===== config.mk =====
export PLATFORM = sky130hd
export DESIGN_NAME = ddr_arbiter_flat
export DESIGN_NICKNAME = d
export VERILOG_FILES = /design/src/source/faas_bus_pkg.sv /design/src/source/faas_interfaces.sv /design/src/source/ddr_arbiter.sv /design/src/flat_wrapper.sv
export VERILOG_INCLUDE_DIRS = /design/src /design/src/source
export SDC_FILE = /design/constraint.sdc
export NUM_CORES = 1
export LEC_CHECK = 0
export BUFFER_PORTS_ARGS = -buffer_cell sky130_fd_sc_hd__buf_4
export CORE_AREA = 2 2 92 94
export DETAILED_ROUTE_END_ITERATION = 12
export DIE_AREA = 0 0 94 96
export SYNTH_ARGS = -nofsm -noshare
export SYNTH_HDL_FRONTEND = slang
export SYNTH_SLANG_ARGS = --single-unit

===== constraint.sdc =====
create_clock -name pcie_axi_aclk -period 1.6 [get_ports pcie_axi_aclk]
set_input_delay 0.08 -clock pcie_axi_aclk [delete_from_list [all_inputs] [get_ports pcie_axi_aclk]]
set_output_delay 0.08 -clock pcie_axi_aclk [all_outputs]
set_load 0.05 [all_outputs]

===== src/source/faas_settings.svh =====
`ifndef FAAS_SETTINGS_SVH
`define FAAS_SETTINGS_SVH

// ===========================================================================
// word and address widths
// ===========================================================================
`define FAAS_DATA_WIDTH 32      // bank and register word
`define FAAS_ADDR_WIDTH 16      // host word address

// ===========================================================================
// bank geometry
// ===========================================================================
`define FAAS_DDR_AW     10
`define FAAS_DDR_DEPTH  1024    // 2**FAAS_DDR_AW words

`define FAAS_REG_AW     3       // register index

`endif


===== src/source/faas_bus_pkg.sv =====
`include "faas_settings.svh"

package faas_bus_pkg;

        typedef logic [`FAAS_DATA_WIDTH-1:0] ddr_word_t;
        typedef logic [`FAAS_DDR_AW-1:0]     ddr_addr_t;

        // host word address seen as a register index
        typedef struct packed {
                logic                                        region;   // 0 here
                logic [`FAAS_ADDR_WIDTH-`FAAS_REG_AW-2:0]    pad;
                logic [`FAAS_REG_AW-1:0]                     idx;
        } reg_view_t;

        // same word seen as a bank window address
        typedef struct packed {
                logic                                        region;   // 1 here
                logic [`FAAS_ADDR_WIDTH-`FAAS_DDR_AW-2:0]    pad;
                ddr_addr_t                                   addr;
        } mem_view_t;

        typedef union packed {
                reg_view_t reg_view;
                mem_view_t mem_view;
        } host_addr_u;

endpackage


===== src/source/faas_interfaces.sv =====
`timescale 1ns/100ps

// wishbone classic path toward the bank
interface ddr_port_if;
        logic                   cyc;
        logic                   stb;
        logic                   we;
        faas_bus_pkg::ddr_addr_t adr;
        faas_bus_pkg::ddr_word_t dat_w;
        faas_bus_pkg::ddr_word_t dat_r;
        logic                   ack;    // one cycle per request

        modport initiator (output cyc, stb, we, adr, dat_w, input dat_r, ack);
        modport target    (input cyc, stb, we, adr, dat_w, output dat_r, ack);
endinterface



===== src/source/ddr_arbiter.sv =====
`timescale 1ns/100ps

module ddr_arbiter (
        input  logic          pcie_axi_aclk,
        input  logic          rst,
        ddr_port_if.target    host_side,
        ddr_port_if.target    copy_side,
        ddr_port_if.initiator bank_side
);

logic sel_copy;    // 1 routes the copy engine to the bank
logic lock_q;      // a cycle is under way
logic owner_q;
logic last_q;      // 1 when the copy engine had the last grant

// round robin between new requests, locked owner otherwise
assign sel_copy = lock_q ? owner_q
                         : (copy_side.cyc && (!host_side.cyc || !last_q));

assign bank_side.cyc   = sel_copy ? copy_side.cyc   : host_side.cyc;
assign bank_side.stb   = sel_copy ? copy_side.stb   : host_side.stb;
assign bank_side.we    = sel_copy ? copy_side.we    : host_side.we;
assign bank_side.adr   = sel_copy ? copy_side.adr   : host_side.adr;
assign bank_side.dat_w = sel_copy ? copy_side.dat_w : host_side.dat_w;

assign host_side.ack   = bank_side.ack && !sel_copy;
assign copy_side.ack   = bank_side.ack && sel_copy;
assign host_side.dat_r = sel_copy ? '0 : bank_side.dat_r;
assign copy_side.dat_r = sel_copy ? bank_side.dat_r : '0;

always_ff @(posedge pcie_axi_aclk)
begin
        if (rst)
        begin
                lock_q  <= 1'b0;
                owner_q <= 1'b0;
                last_q  <= 1'b0;
        end
        else if (bank_side.ack)
        begin
                lock_q <= 1'b0;        // grant free again after ack
                last_q <= sel_copy;
        end
        else if (bank_side.cyc)
        begin
                lock_q  <= 1'b1;
                owner_q <= sel_copy;
        end
end

endmodule


===== src/flat_wrapper.sv =====
// flat-port wrapper written by rule: the top's interface ports become plain ports
module ddr_arbiter_flat 
  (pcie_axi_aclk, rst, host_side_cyc, host_side_stb, host_side_we, host_side_adr, host_side_dat_w, host_side_dat_r, host_side_ack, copy_side_cyc, copy_side_stb, copy_side_we, copy_side_adr, copy_side_dat_w, copy_side_dat_r, copy_side_ack, bank_side_cyc, bank_side_stb, bank_side_we, bank_side_adr, bank_side_dat_w, bank_side_dat_r, bank_side_ack);
  ddr_port_if host_side_i ();
  ddr_port_if copy_side_i ();
  ddr_port_if bank_side_i ();
  input  logic pcie_axi_aclk;
  input  logic rst;
  input wire logic [$bits(host_side_i.cyc)-1:0] host_side_cyc;
  input wire logic [$bits(host_side_i.stb)-1:0] host_side_stb;
  input wire logic [$bits(host_side_i.we)-1:0] host_side_we;
  input wire logic [$bits(host_side_i.adr)-1:0] host_side_adr;
  input wire logic [$bits(host_side_i.dat_w)-1:0] host_side_dat_w;
  output wire logic [$bits(host_side_i.dat_r)-1:0] host_side_dat_r;
  output wire logic [$bits(host_side_i.ack)-1:0] host_side_ack;
  input wire logic [$bits(copy_side_i.cyc)-1:0] copy_side_cyc;
  input wire logic [$bits(copy_side_i.stb)-1:0] copy_side_stb;
  input wire logic [$bits(copy_side_i.we)-1:0] copy_side_we;
  input wire logic [$bits(copy_side_i.adr)-1:0] copy_side_adr;
  input wire logic [$bits(copy_side_i.dat_w)-1:0] copy_side_dat_w;
  output wire logic [$bits(copy_side_i.dat_r)-1:0] copy_side_dat_r;
  output wire logic [$bits(copy_side_i.ack)-1:0] copy_side_ack;
  output wire logic [$bits(bank_side_i.cyc)-1:0] bank_side_cyc;
  output wire logic [$bits(bank_side_i.stb)-1:0] bank_side_stb;
  output wire logic [$bits(bank_side_i.we)-1:0] bank_side_we;
  output wire logic [$bits(bank_side_i.adr)-1:0] bank_side_adr;
  output wire logic [$bits(bank_side_i.dat_w)-1:0] bank_side_dat_w;
  input wire logic [$bits(bank_side_i.dat_r)-1:0] bank_side_dat_r;
  input wire logic [$bits(bank_side_i.ack)-1:0] bank_side_ack;
  assign host_side_i.cyc = host_side_cyc;
  assign host_side_i.stb = host_side_stb;
  assign host_side_i.we = host_side_we;
  assign host_side_i.adr = host_side_adr;
  assign host_side_i.dat_w = host_side_dat_w;
  assign host_side_dat_r = host_side_i.dat_r;
  assign host_side_ack = host_side_i.ack;
  assign copy_side_i.cyc = copy_side_cyc;
  assign copy_side_i.stb = copy_side_stb;
  assign copy_side_i.we = copy_side_we;
  assign copy_side_i.adr = copy_side_adr;
  assign copy_side_i.dat_w = copy_side_dat_w;
  assign copy_side_dat_r = copy_side_i.dat_r;
  assign copy_side_ack = copy_side_i.ack;
  assign bank_side_cyc = bank_side_i.cyc;
  assign bank_side_stb = bank_side_i.stb;
  assign bank_side_we = bank_side_i.we;
  assign bank_side_adr = bank_side_i.adr;
  assign bank_side_dat_w = bank_side_i.dat_w;
  assign bank_side_i.dat_r = bank_side_dat_r;
  assign bank_side_i.ack = bank_side_ack;
  ddr_arbiter u_core (.pcie_axi_aclk(pcie_axi_aclk), .rst(rst), .host_side(host_side_i), .copy_side(copy_side_i), .bank_side(bank_side_i));
endmodule

# Word level (Yosys, flattened, before mapping)
# Cells that the tools add are included.
word_totals:
  output_inout_bits: 111
  elab_cells: 21
  ff_bits: 3
op_classes:
  reduce_logical: 9
  mux: 8
  bitwise_logic: 1
op_table:
  columns: ["cell", "n"]
  rows:
  - ["2-to-1 mux 32 bit", 3]
  - ["2-to-1 mux 10 bit", 1]
  - ["2-to-1 mux 1 bit", 4]
  - ["logical AND 1 bit", 3]
  - ["logical NOT 1 bit", 3]
  - ["AND reduction 2 bit", 1]
  - ["OR reduction 2 bit", 1]
  - ["logical OR 1 bit", 1]
  - ["NOT 1 bit", 1]

# Depth between registers and ports, before layout
depth:
  depth_word: 6
  mapped_depth: 5

# Worst setup path after synthesis
# OpenSTA, ideal clock, no wires.
synth_path:
  path_type: "register to output"
  from: "register u_core.last_q"
  to: "output copy_side_dat_r[10]"
  path_stages_with_launch: 6
  slack_ps: -38
  t_arrival_ps: 1558
  required_time_ps: 1520
  path_cell_list: "dfxtp_1 a21boi_2 mux2i_1 buf_4 buf_2 nor2b_1"
synth_via:
  elab_chain_len: 5
synth_rtl:
  columns: ["element", "line", "source"]
  rows:
  - ["start, declared", "ddr_arbiter.sv:14", "logic last_q;"]
  - ["start signal, assigned", "ddr_arbiter.sv:42", "last_q <= sel_copy;"]
  - ["logical NOT 1 bit", "ddr_arbiter.sv:18", ": (copy_side.cyc && (!host_side.cyc || !last_q));"]
  - ["logical OR 1 bit", "ddr_arbiter.sv:18", null]
  - ["logical AND 1 bit", "ddr_arbiter.sv:18", null]
  - ["2-to-1 mux 1 bit", "ddr_arbiter.sv:17", "assign sel_copy = lock_q ? owner_q"]
  - ["2-to-1 mux 32 bit", "ddr_arbiter.sv:29", "assign copy_side.dat_r = sel_copy ? bank_side.dat_r : '0;"]
  - ["end, declared", "flat_wrapper.sv:21", "output wire logic [$bits(copy_side_i.dat_r)-1:0] copy_side_dat_r;"]
# No other way between the ends.

# Final worst setup path
layout_path:
  from: "register u_core.lock_q"
  to: "output bank_side_adr[7]"
layout_via:
  elab_chain_len: 2
layout_rtl:
  columns: ["element", "line", "source"]
  rows:
  - ["start, declared", "ddr_arbiter.sv:12", "logic lock_q;"]
  - ["start signal, assigned", "ddr_arbiter.sv:35", "lock_q <= 1'b0;"]
  - ["start signal, assigned", "ddr_arbiter.sv:41", "lock_q <= 1'b0;"]
  - ["start signal, assigned", "ddr_arbiter.sv:46", "lock_q <= 1'b1;"]
  - ["2-to-1 mux 1 bit", "ddr_arbiter.sv:17", null]
  - ["2-to-1 mux 10 bit", "ddr_arbiter.sv:23", "assign bank_side.adr = sel_copy ? copy_side.adr : host_side.adr;"]
  - ["end, declared", "flat_wrapper.sv:26", "output wire logic [$bits(bank_side_i.adr)-1:0] bank_side_adr;"]
# No other way between the ends.

==> out/metrics.yaml <==
status:
  status: "complete, but fails checks"
  violations: "setup timing"
synthesis:
  synth_seq_area_share_pct: 4.98
  syn_avg_cell_area_sq_um: 8.74
  syn_nets: 263
  ys_warn_count: 0
  yosys-top-cells-area: "mux2_4 25%, mux2_2 22%, and2_1 17%"
  synthesis.area_sq_um: 1210
  synth.distinct_cells: 17
  yosysTopAreaCellShare_pct: 24.9
  yosysTopAreaCell: "mux2_4"
  syn_inst: 138
  synth-seq-cells: 3
cts:
  clockBufferDepth: 2
  cts_tree: "done"
  insertion_delay_ns: 0.22
  postCtsHoldBufs: 0
  cts_root_buf: "clkbuf_8"
  cts_max_level: 1
  numCtsBuffers: 3
  clock_sinks: 3
  clkTransAtPathRegs_ns: 0.03
power:
  pwr-share-seq_pct: 3.5
  vdd_drop_max_mv: 0.397
  p_leak_uw: 0.00194
  pwr-share-comb_pct: 87.5
  switching_power_uw: 1260
  p_sw_share_pct: 51.5
  p_int_uw: 1190
  p_clk_share_pct: 8.9
  power_density_nw_per_um2: 652
floorplanning:
  fp-row-count: 33
  initial_core_util_pct: 15.0
  num_io_pins: 236
  die_x_um: 94
  dieHeight_um: 96
  fp.coreArea_sq_um: 8050
  die-area_sq_um: 9020
critical_path:
  path_delay_family: "multiplexers"
  path_depth: 5
  worstSetupPathType: "register to primary output"
  crit_fanout: 14
  critical_path_required_ns: 1.52
  cp_slowest_cell: "dfxtp_4"
  cp-end-kind: "primary output"
  critPathBufInv: 3
  setup.worst_path.start_class: "register"
  worst_path_largest_cell_delay_ns: 0.35
  reg2reg_depth: 4
  crit_top_cell: "buf_12"
  cp.arrival_ns: 1.64
  cp_cell_sequence: "mux2i_4, buf_12, buf_12, mux2_2, buf_6"
sta:
  fmax_mhz: 583
  final-max-slew-violation-count: 0
  fin_ws_ns: -0.117
  relSlewSlack_pct: 87.2
  fin_worst_skew_ns: 0.00356
  fin_crit_sh_pct: 107
  hold_viol: 0
  tightest_slew_ns: 0.192
  rsz0062_at_grt: "yes"
  setup_viol: 72
  fin_hold_ws_ns: 0.0401
  min_period_ns: 1.72
  tns_ns: -6.00
finish:
  area_growth_pct: 212
  antenna_cells: 0
  fin_util_pct: 46.7
  layout-drive-gt1-share_pct: 86.4
  nNetsFinal: 508
  fillers: 768
  stdcell_area_sq_um: 3760
min_path:
  whs_path_depth: 2
  min_path_type: "input port to register"
place:
  placed_area_sq_um: 3180
  dpl.hpwl_um: 5260
  gp_congestion: 0.677
  port_buffers: 235
drt:
  drc: 0
  via_count: 1947
  ant_nets: 0
  avgViaCountPerCell: 4.00
  drt_first_pass_iters: 3
  wire_per_inst_um: 13.4
  wirelength_um: 6530
  initialDrtViolationCount: 15
global_route:
  antenna_found_initial: 0
  grt_pass1_wl_um: 8640
  grt_max_degree: 27
  overflow: 0
  grt.total_usage_pct: 11.8
  grt_pass1_vias: 1881
job:
  max-cap-violations: 0
-- routing by layer --
metal / global-route usage [%] / wire [um] / vias up
li1: - / - / 951
met1: 13.4 / 2310 / 854
met2: 22.7 / 3510 / 140
met3: 2.35 / 693 / 2
met4: 2.17 / 20 / 0
met5: 0 / 0 / -
-- cell type report --
type                       instances  area, sq um  share of cell area (%)
clock buffer                       4         45.0                    1.20
multi-input combinational        123         1180                    31.4
sequential                         3         65.1                    1.73
tap                              105          131                    3.49
timing repair buffer             252         2340                    62.1
-- worst paths after layout --
check,startpoint,endpoint,slack [ns]
worst max-delay path,u_core.lock_q$_SDFFE_PP0P_,bank_side_adr[7],-0.12
worst max register to register,u_core.lock_q$_SDFFE_PP0P_,u_core.owner_q$_SDFFE_PP0P_,0.33
worst min register to register,u_core.last_q$_SDFFE_PP0P_,u_core.last_q$_SDFFE_PP0P_,0.52
worst min-delay path,rst,u_core.lock_q$_SDFFE_PP0P_,0.04
-- cells in the final DEF, fill, tap and decap left out --
cell type	count
nor2b_4	6
mux2i_1	1
dfxtp_4	1
dfxtp_1	1
nor2b_1	17
nor2_1	4
nor3_1	2
buf_8	7
or3b_2	1
nor2b_2	10
clkbuf_1	1
mux2i_4	1
mux2_4	20
mux2_2	24
a21oi_1	1
and2_4	10
buf_12	4
buf_16	1
buf_4	161
a21boi_4	1
dfxtp_2	1
clkbuf_8	3
and2_1	23
buf_6	77
clkbuf_16	2
a22oi_1	1
a211oi_1	1
-- registers in the layout (all words and copies together) (netlist names) --
signal / count
u_core.last_q: 1
u_core.owner_q: 1
u_core.lock_q: 1
-- per-stage QoR --
| stage | power [uW] | setup WS [ns] | std cells |
|---|---|---|---|
| 6_report | 2460 | -0.117 | 487 |
| 5_1_grt | 2560 | -0.167 | 487 |
| 4_1_cts | 2340 | -0.160 | 482 |
| 3_5_place_dp | 1990 | 0.0129 | 477 |
| 3_3_place_gp | 1980 | 0.0374 | 477 |
| 2_1_floorplan | 1300 | -0.0377 | 138 |
-- worst reg2reg max path, delay by kind of cell (launching register included) --
kind	cells	cell delay, ns
AOI/OAI and AO/OA	1	0.16
buffers and inverters	1	0.14
DFF	1	0.34
and+or+nand+nor	2	0.51
-- cell usage after synthesis (all sizes together) --
library cell  count
or3b              1
dfxtp             3
clkbuf            3
nor2              4
a211oi            1
mux2i             2
nor2b            33
mux2             44
a22oi             1
buf               9
a21boi            1
and2             33
a21oi             1
nor3              2
-- power groups by stage --
stage | Clock, uW | Sequential [uW] | Combinational [uW]
6_report | 219 | 86.8 | 2150
5_1_grt | 234 | 87.5 | 2240
4_1_cts | 227 | 86.7 | 2030
3_5_place_dp | 0 | 87.0 | 1900
3_3_place_gp | 0 | 86.9 | 1890
2_1_floorplan | 0 | 85.1 | 1210
-- kinds of logic after synthesis --
logic type	share of synthesized area (%)
AOI/OAI and AO/OA	2.59
buffers and inverters	6.43
DFF	4.98
muxes	49.0
and+or+nand+nor	37.0
-- repair_timing --
action                                  in CTS  in global routing
pin swaps                                    0                  1
setup buffers                                1                  3
gates resized for setup                     65                 62
gates cloned                                 0                  2
endpoints found under the setup margin      80                 87
Note: power is estimated with default switching activity, not from simulation.
