### src/source/faas_settings.svh
`ifndef FAAS_SETTINGS_SVH
`define FAAS_SETTINGS_SVH

// ===========================================================================
// word and address widths
// ===========================================================================
`define FAAS_DATA_WIDTH 32      // bank and register word
`define FAAS_ADDR_WIDTH 16      // host word address

// ===========================================================================
// bank geometry
// ===========================================================================
`define FAAS_DDR_AW     10
`define FAAS_DDR_DEPTH  1024    // 2**FAAS_DDR_AW words

`define FAAS_REG_AW     3       // register index

`endif

### src/source/faas_bus_pkg.sv
`include "faas_settings.svh"

package faas_bus_pkg;

        typedef logic [`FAAS_DATA_WIDTH-1:0] ddr_word_t;
        typedef logic [`FAAS_DDR_AW-1:0]     ddr_addr_t;

        // host word address seen as a register index
        typedef struct packed {
                logic                                        region;   // 0 here
                logic [`FAAS_ADDR_WIDTH-`FAAS_REG_AW-2:0]    pad;
                logic [`FAAS_REG_AW-1:0]                     idx;
        } reg_view_t;

        // same word seen as a bank window address
        typedef struct packed {
                logic                                        region;   // 1 here
                logic [`FAAS_ADDR_WIDTH-`FAAS_DDR_AW-2:0]    pad;
                ddr_addr_t                                   addr;
        } mem_view_t;

        typedef union packed {
                reg_view_t reg_view;
                mem_view_t mem_view;
        } host_addr_u;

endpackage

### src/source/faas_reg_pkg.sv
package faas_reg_pkg;

        // ===================================================================
        // register map, one word per index
        // ===================================================================
        typedef enum logic [2:0] {
                REG_SRC    = 3'd0,      // first source word
                REG_DST    = 3'd1,      // first destination word
                REG_LEN    = 3'd2,      // words to move
                REG_CTRL   = 3'd3,
                REG_STATUS = 3'd4
        } reg_idx_e;

        localparam int CTRL_START = 0;  // ctrl bit, write 1 to launch

        // status word bits, busy at bit 0
        typedef struct packed {
                logic done;
                logic busy;
        } copy_status_t;

endpackage

### src/source/faas_interfaces.sv
`timescale 1ns/100ps

// wishbone classic path toward the bank
interface ddr_port_if;
        logic                   cyc;
        logic                   stb;
        logic                   we;
        faas_bus_pkg::ddr_addr_t adr;
        faas_bus_pkg::ddr_word_t dat_w;
        faas_bus_pkg::ddr_word_t dat_r;
        logic                   ack;    // one cycle per request

        modport initiator (output cyc, stb, we, adr, dat_w, input dat_r, ack);
        modport target    (input cyc, stb, we, adr, dat_w, output dat_r, ack);
endinterface

// single cycle register strobe, read data is combinational
interface reg_bus_if;
        logic                    stb;
        logic                    we;
        faas_reg_pkg::reg_idx_e  idx;
        faas_bus_pkg::ddr_word_t wdata;
        faas_bus_pkg::ddr_word_t rdata;

        modport master (output stb, we, idx, wdata, input rdata);
        modport slave  (input stb, we, idx, wdata, output rdata);
endinterface

### src/source/alite_host_port.sv
`timescale 1ns/100ps

module alite_host_port (
        input  logic                       pcie_axi_aclk,
        input  logic                       rst,
        input  logic                       awvalid,
        output logic                       awready,
        input  faas_bus_pkg::host_addr_u   awaddr,
        input  logic                       wvalid,
        output logic                       wready,
        input  faas_bus_pkg::ddr_word_t    wdata,
        output logic                       bvalid,
        input  logic                       bready,
        input  logic                       arvalid,
        output logic                       arready,
        input  faas_bus_pkg::host_addr_u   araddr,
        output logic                       rvalid,
        input  logic                       rready,
        output faas_bus_pkg::ddr_word_t    rdata,
        reg_bus_if.master                  regs,
        ddr_port_if.initiator              mem
);

typedef enum logic [1:0] {ST_IDLE, ST_REG, ST_MEM, ST_RESP} state_e;

state_e                    state;
faas_bus_pkg::host_addr_u  acc_addr;   // address of the access being accepted
faas_bus_pkg::host_addr_u  addr_q;
faas_bus_pkg::ddr_word_t   wdata_q;
faas_bus_pkg::ddr_word_t   rdata_q;
logic                      wr_q;
logic                      accept;

// ===========================================================================
// accept, reads win a tie
// ===========================================================================
assign arready  = (state == ST_IDLE) && arvalid;
assign awready  = (state == ST_IDLE) && awvalid && wvalid && !arvalid;
assign wready   = awready;
assign accept   = arready || awready;
assign acc_addr = arvalid ? araddr : awaddr;

assign bvalid = (state == ST_RESP) && wr_q;
assign rvalid = (state == ST_RESP) && !wr_q;
assign rdata  = rdata_q;       // held through ST_RESP

assign regs.stb   = (state == ST_REG);
assign regs.we    = wr_q;
assign regs.idx   = faas_reg_pkg::reg_idx_e'(addr_q.reg_view.idx);
assign regs.wdata = wdata_q;

assign mem.cyc   = (state == ST_MEM);
assign mem.stb   = (state == ST_MEM);
assign mem.we    = wr_q;
assign mem.adr   = addr_q.mem_view.addr;
assign mem.dat_w = wdata_q;

always_ff @(posedge pcie_axi_aclk)
begin
        if (rst)
        begin
                state <= ST_IDLE;
                wr_q  <= 1'b0;
        end
        else
        begin
                case (state)
                ST_IDLE:
                begin
                        if (accept)
                        begin
                                wr_q  <= !arvalid;
                                state <= acc_addr.mem_view.region ? ST_MEM : ST_REG;
                        end
                end
                ST_REG:  state <= ST_RESP;          // strobe lasts one cycle
                ST_MEM:
                begin
                        if (mem.ack)
                                state <= ST_RESP;
                end
                default:
                begin
                        if (wr_q ? bready : rready)
                                state <= ST_IDLE;
                end
                endcase
        end
end

// payload capture
always_ff @(posedge pcie_axi_aclk)
begin
        if (accept)
        begin
                addr_q  <= acc_addr;
                wdata_q <= wdata;
        end
        if (state == ST_REG)
                rdata_q <= regs.rdata;
        else if (state == ST_MEM && mem.ack)
                rdata_q <= mem.dat_r;
end

endmodule

### src/flat_wrapper.sv
// flat-port wrapper written by rule: the top's interface ports become plain ports
module alite_host_port_flat 
  (pcie_axi_aclk, rst, awvalid, awready, awaddr, wvalid, wready, wdata, bvalid, bready, arvalid, arready, araddr, rvalid, rready, rdata, regs_stb, regs_we, regs_idx, regs_wdata, regs_rdata, mem_cyc, mem_stb, mem_we, mem_adr, mem_dat_w, mem_dat_r, mem_ack);
  reg_bus_if regs_i ();
  ddr_port_if mem_i ();
  input  logic pcie_axi_aclk;
  input  logic rst;
  input  logic awvalid;
  output logic awready;
  input  faas_bus_pkg::host_addr_u awaddr;
  input  logic wvalid;
  output logic wready;
  input  faas_bus_pkg::ddr_word_t wdata;
  output logic bvalid;
  input  logic bready;
  input  logic arvalid;
  output logic arready;
  input  faas_bus_pkg::host_addr_u araddr;
  output logic rvalid;
  input  logic rready;
  output faas_bus_pkg::ddr_word_t rdata;
  output wire logic [$bits(regs_i.stb)-1:0] regs_stb;
  output wire logic [$bits(regs_i.we)-1:0] regs_we;
  output wire logic [$bits(regs_i.idx)-1:0] regs_idx;
  output wire logic [$bits(regs_i.wdata)-1:0] regs_wdata;
  input wire logic [$bits(regs_i.rdata)-1:0] regs_rdata;
  output wire logic [$bits(mem_i.cyc)-1:0] mem_cyc;
  output wire logic [$bits(mem_i.stb)-1:0] mem_stb;
  output wire logic [$bits(mem_i.we)-1:0] mem_we;
  output wire logic [$bits(mem_i.adr)-1:0] mem_adr;
  output wire logic [$bits(mem_i.dat_w)-1:0] mem_dat_w;
  input wire logic [$bits(mem_i.dat_r)-1:0] mem_dat_r;
  input wire logic [$bits(mem_i.ack)-1:0] mem_ack;
  assign regs_stb = regs_i.stb;
  assign regs_we = regs_i.we;
  assign regs_idx = regs_i.idx;
  assign regs_wdata = regs_i.wdata;
  assign regs_i.rdata = regs_rdata;
  assign mem_cyc = mem_i.cyc;
  assign mem_stb = mem_i.stb;
  assign mem_we = mem_i.we;
  assign mem_adr = mem_i.adr;
  assign mem_dat_w = mem_i.dat_w;
  assign mem_i.dat_r = mem_dat_r;
  assign mem_i.ack = mem_ack;
  alite_host_port u_core (.pcie_axi_aclk(pcie_axi_aclk), .rst(rst), .awvalid(awvalid), .awready(awready), .awaddr(awaddr), .wvalid(wvalid), .wready(wready), .wdata(wdata), .bvalid(bvalid), .bready(bready), .arvalid(arvalid), .arready(arready), .araddr(araddr), .rvalid(rvalid), .rready(rready), .rdata(rdata), .regs(regs_i), .mem(mem_i));
endmodule
### config.mk
export PLATFORM = sky130hd
export DESIGN_NAME = alite_host_port_flat
export DESIGN_NICKNAME = d
export VERILOG_FILES = /design/src/source/faas_bus_pkg.sv /design/src/source/faas_reg_pkg.sv /design/src/source/faas_interfaces.sv /design/src/source/alite_host_port.sv /design/src/flat_wrapper.sv
export VERILOG_INCLUDE_DIRS = /design/src /design/src/source
export SDC_FILE = /design/constraint.sdc
export NUM_CORES = 1
export LEC_CHECK = 0
export ABC_CLOCK_PERIOD_IN_PS = 3100
export BUFFER_PORTS_ARGS = -buffer_cell sky130_fd_sc_hd__buf_2
export CAP_MARGIN = 40
export CORE_MARGIN = 10
export CORE_UTILIZATION = 36
export DETAILED_ROUTE_END_ITERATION = 10
export PLACE_DENSITY = 0.78
export SYNTH_ARGS = -nofsm -noshare
export SYNTH_HDL_FRONTEND = slang
export SYNTH_SLANG_ARGS = --single-unit
### constraint.sdc
create_clock -name pcie_axi_aclk -period 3.1 [get_ports pcie_axi_aclk]
set_input_delay 0.31 -clock pcie_axi_aclk [delete_from_list [all_inputs] [get_ports pcie_axi_aclk]]
set_output_delay 0.31 -clock pcie_axi_aclk [all_outputs]
set_load 0.05 [all_outputs]
# Word-level counts from Yosys, hierarchy flattened
# Index checks and enable logic that the tools add are counted.
# W data, S select, Z words.
classes:
  n_eq_ne: 5
  mux: 9
  reduce_logical: 15
ops:
  columns: ["operator", "count"]
  rows:
  - ["$mux W32", 2]
  - ["$mux W16", 1]
  - ["$mux W2", 4]
  - ["$logic_and A1 B1 Y1", 7]
  - ["$pmux W2 S3", 1]
  - ["$eq A2 B2 Y1 const B", 2]
  - ["$ne A2 B1 Y1 const B", 2]
  - ["$reduce_bool A4 Y1", 1]
  - ["$reduce_and A3 Y1", 1]
  - ["$eq A2 B1 Y1 const B", 1]
  - ["$logic_not A1 Y1", 2]
  - ["$logic_not A2 Y1", 1]
  - ["$reduce_and A2 Y1", 1]
  - ["$reduce_bool A2 Y1", 1]
  - ["$logic_or A1 B1 Y1", 1]
  - ["$mux W1", 1]
word_totals:
  regBits: 77
  out_inout_bits: 119
  word_cells: 34

# Depth between registers and ports, before layout
depth:
  ltp_word: 7
  ltp_mapped: 6
  depth_no_buf: 5

# Worst setup path after synthesis
# OpenSTA, ideal clock, no wires.
synth_timing:
  path_kind: "register -> register"
  from: "reg u_core.state[0]"
  to: "reg u_core.addr_q[0] in the netlist's numbering, enable pin"
  setup_time_ns: 0.442
  arrival_ns: 2.465
  required_ns: 2.658
  path_slack_ns: 0.193
  path_stages_with_launch: 5
  n_path_buf: 0
  synth_period_minus_slack_ns: 2.907
  path_cell_list: "dfxtp_1 inv_1 ha_1 inv_1 nor2_1"
synth_via:
  elab_chain_cells: 5
  word_cells_on_any_way: 6
  classes_between: "6 x reduce/logical"
synth_lines:
  columns: ["element", "line_no", "text"]
  rows:
  - ["start: declaration", "alite_host_port.sv:26", "state_e state;"]
  - ["start signal: assignment", "alite_host_port.sv:73", "state <= acc_addr.mem_view.region ? ST_MEM : ST_REG;"]
  - ["$logic_not A2 Y1 *", "alite_host_port.sv:37, alite_host_port.sv:38", null]
  - ["$logic_and A1 B1 Y1 (3 in a row)", "alite_host_port.sv:38", "assign awready = (state == ST_IDLE) && awvalid && wvalid && !arvalid;"]
  - ["$logic_or A1 B1 Y1 *", "alite_host_port.sv:40", "assign accept = arready || awready;"]
  - ["end signal: assignment", "alite_host_port.sv:96", "addr_q <= acc_addr;"]
  - ["end: declaration", "alite_host_port.sv:28", "faas_bus_pkg::host_addr_u addr_q;"]
# Every way passes the cells marked *; elsewhere a longest branch is shown, timed or not.
# A chain may end at the register's enable or synchronous reset.

# Final worst setup path
layout_timing:
  from: "reg u_core.state[0]"
  to: "out wready"
layout_via:
  elab_chain_cells: 4
layout_lines:
  columns: ["element", "line_no", "text"]
  rows:
  - ["$logic_not A2 Y1", "alite_host_port.sv:38", null]
  - ["$logic_and A1 B1 Y1 (3 in a row)", "alite_host_port.sv:38", null]
  - ["end: declaration", "flat_wrapper.sv:12", "output logic wready;"]
# No other way between the ends.

==> flow_summary.yaml <==
global_route:
  met3_usage_pct: 8.89
  grt_busiest_layer: "met2"
  grt_use_met1_pct: 12.0
  antenna_found_initial: 0
  grt_overflow: 0
  grt_pass1_wl_mm: 13.6
  use_met2_pct: 24.1
  grt_usage_pct: 13.4
  grt_pass1_vias: 2596
  grt_max_degree: 43
timing:
  rsz0062_at_grt: "false"
  finalCritPeriodShare_pct: 66.3
  final.setup.tns_ns: 0
  hold_violations: 0
  slew_viol_final: 0
  fmax_mhz: 486
  setup_viol: 0
  skew_ns: 0.00916
  maxSlewHeadroom_pct: 64.8
  period_needed_ns: 2.06
  tightest_slew_ns: 0.528
synth:
  ys_seq_area_share_pct: 69.5
  synth_edf_count: 74
  syn_inst: 192
  synth_flop_cell: "edfxtp_1"
  yosysTopAreaCell: "edfxtp_1"
  syn-num-nets: 333
  syn-mean-instance-area_um2: 17.1
  yosys-top-cells-area: "edfxtp_1 (68%), mux2_2 (14%), buf_4 (8.7%), ha_1 (1.9%), dfxtp_1 (1.8%)"
  ys.warnings.count: 0
  async_flop_share_pct: 0
  synth_cell_type_count: 20
  synth_area_mm2: 0.00329
  ys_seq_elements: 77
  synth_top_area_share_pct: 67.6
cts:
  cts.repair.resized: 0
  post_cts_buffers: 0
  numCtsBuffers: 9
  cts_sinks: 77
  cts_root_buffer: "clkbuf_8"
  clockBufferDepth: 2
  holdBufCountCts: 0
  htreeDepth: 3
  path_clk_slew_ns: 0.09
  clock_latency_ns: 0.34
  tritoncts: "done"
final_layout:
  design_area_mm2: 0.00454
  final_common_cell: "buf_2"
  layout_common_cells: "buf_2 (244), edfxtp_1 (74), mux2_2 (42)"
  area_growth_pct: 38.3
  fin_util_pct: 51.6
  nFillCells: 757
  antennaDiodeCount: 0
  drive_gt1_share_pct: 74.5
  fin_cells: 520
  fin_nets: 548
power:
  seqPwrFrac_pct: 34.5
  combinationalPowerShare_pct: 51.2
  power.density_mw_per_mm2: 1060
  p_sw_share_pct: 49.7
  ir_drop_mv: 0.381
  power.switching_w: 0.00240
  leakage_nw: 2.07
  intPower_w: 0.00243
  pwr-share-clk_pct: 14.2
  power_w: 0.00483
routing:
  wl_per_cell_um: 18.6
  first_pass_iters: 4
  drt-initial-drc-count: 54
  drc: 0
  vias: 2350
  viasPerCell: 4.52
  ant_nets: 0
  wirelength_mm: 9.66
placed_design:
  port_buffers: 244
  place_congestion: 0.699
  dp_hpwl_mm: 8.08
  placed_area_mm2: 0.00436
  placed_cells: 504
critical_path:
  critPathKind: "flop to primary output"
  reg2reg_slack_ns: 1.30
  required_ns: 2.79
  worst_setup_path_start_kind: "flop"
  worstPathMaxFanout: 5
  crit-reg2reg-launch: "u_core.state[1]"
  end_kind: "primary output"
  ff2ff_path_depth: 5
  crit_arrival_ns: 1.75
  reg2reg_to: "u_core.rdata[18]"
run:
  maxCapViolCount: 0
floorplan:
  fp.dieArea_mm2: 0.0133
  io_pins: 255
  dieWidth_um: 116
  core_mm2: 0.00881
  row_count: 34
  start_util_pct: 37.3
  die_h_um: 116
worst_hold_path:
  hp-start: "wdata[3]"
  hold-path-cell-count: 1
  min_to: "u_core.mem.dat_w[3]"
  hp-class: "input pin to flop"
run_status:
  outcome: "finished clean"
==> registers in the layout (all words and copies together), names as in the netlist <==
register	flops
u_core.mem.dat_w	32
u_core.rdata	32
u_core.addr_q	10
u_core.state	2
u_core.mem.we	1
==> area by class of cell <==
class	count	area, um2	share of cell area (%)
tap	108	135	2.97
sequential	77	2280	50.2
multi-input combinational	68	686	15.1
clock inverter	7	57.6	1.27
timing repair buffer	247	1240	27.4
inverter	4	15.0	0.330
clock buffer	9	124	2.73
==> synthesized netlist by cell type, drive strengths merged (2+ instances only) <==
library cell and number:
a21oi 3, and2 2, buf 43, dfxtp 3, edfxtp 74, ha 5
inv 4, mux2 42, mux2i 2, nor2 2, nor2b 3, o32ai 2
==> worst max-delay path by stage <==
| stage | cells after the start | slack [ns] | start | endpoint |
|---|---|---|---|---|
| after global routing | 6 | 0.85 | u_core.state[1] | wready |
| after global placement | 5 | 1.31 | u_core.state[1] | u_core.rdata[14] |
| after detailed placement | 5 | 1.27 | u_core.state[1] | u_core.rdata[18] |
| after floorplan | 4 | 0.19 | u_core.state[0] | u_core.addr_q[0] |
| after CTS | 6 | 1.02 | u_core.state[0] | wready |
| final | 6 | 1.04 | u_core.state[0] | wready |
==> layer usage <==
layer	up-vias	routed length (um)
met4	0	72
met2	161	4940
li1	1106	-
met5	-	0
met1	1077	3060
met3	6	1590
==> cells by family after synthesis <==
logic type,Yosys count,synth area share [%]
AND/OR/NAND/NOR,9,1.45
flip-flops,77,69.5
multiplexers,44,15.0
adder cells (fa/ha/maj),5,1.90
AO/OA/AOI/OAI,10,2.28
buffers and inverters,47,9.90
==> stage by stage <==
stage / setup slack [ns] / hold WS (ns)
global route: 0.854 / 0.0903
floorplan: 0.193 / 0.379
detailed placement: 1.27 / 0.489
global placement: 1.31 / 0.488
CTS: 1.02 / 0.101
finish: 1.04 / 0.133
==> power groups by stage <==
stage	Sequential [W]	Clock, W	Combinational [W]
global placement	0.00168	0	0.00248
global route	0.00170	0.000771	0.00259
finish	0.00167	0.000687	0.00247
CTS	0.00167	0.000727	0.00250
floorplan	0.00259	0	0.00114
detailed placement	0.00169	0	0.00250
==> worst max-delay path: stages, from the launching register on <==
cell and delay [ns]:
dfxtp_1 0.35, inv_1 0.12, ha_1 0.23, nor2b_1 0.24, nand3_1 0.13, inv_1 0.08
buf_2 0.26
(Power assumes the default switching activity.)
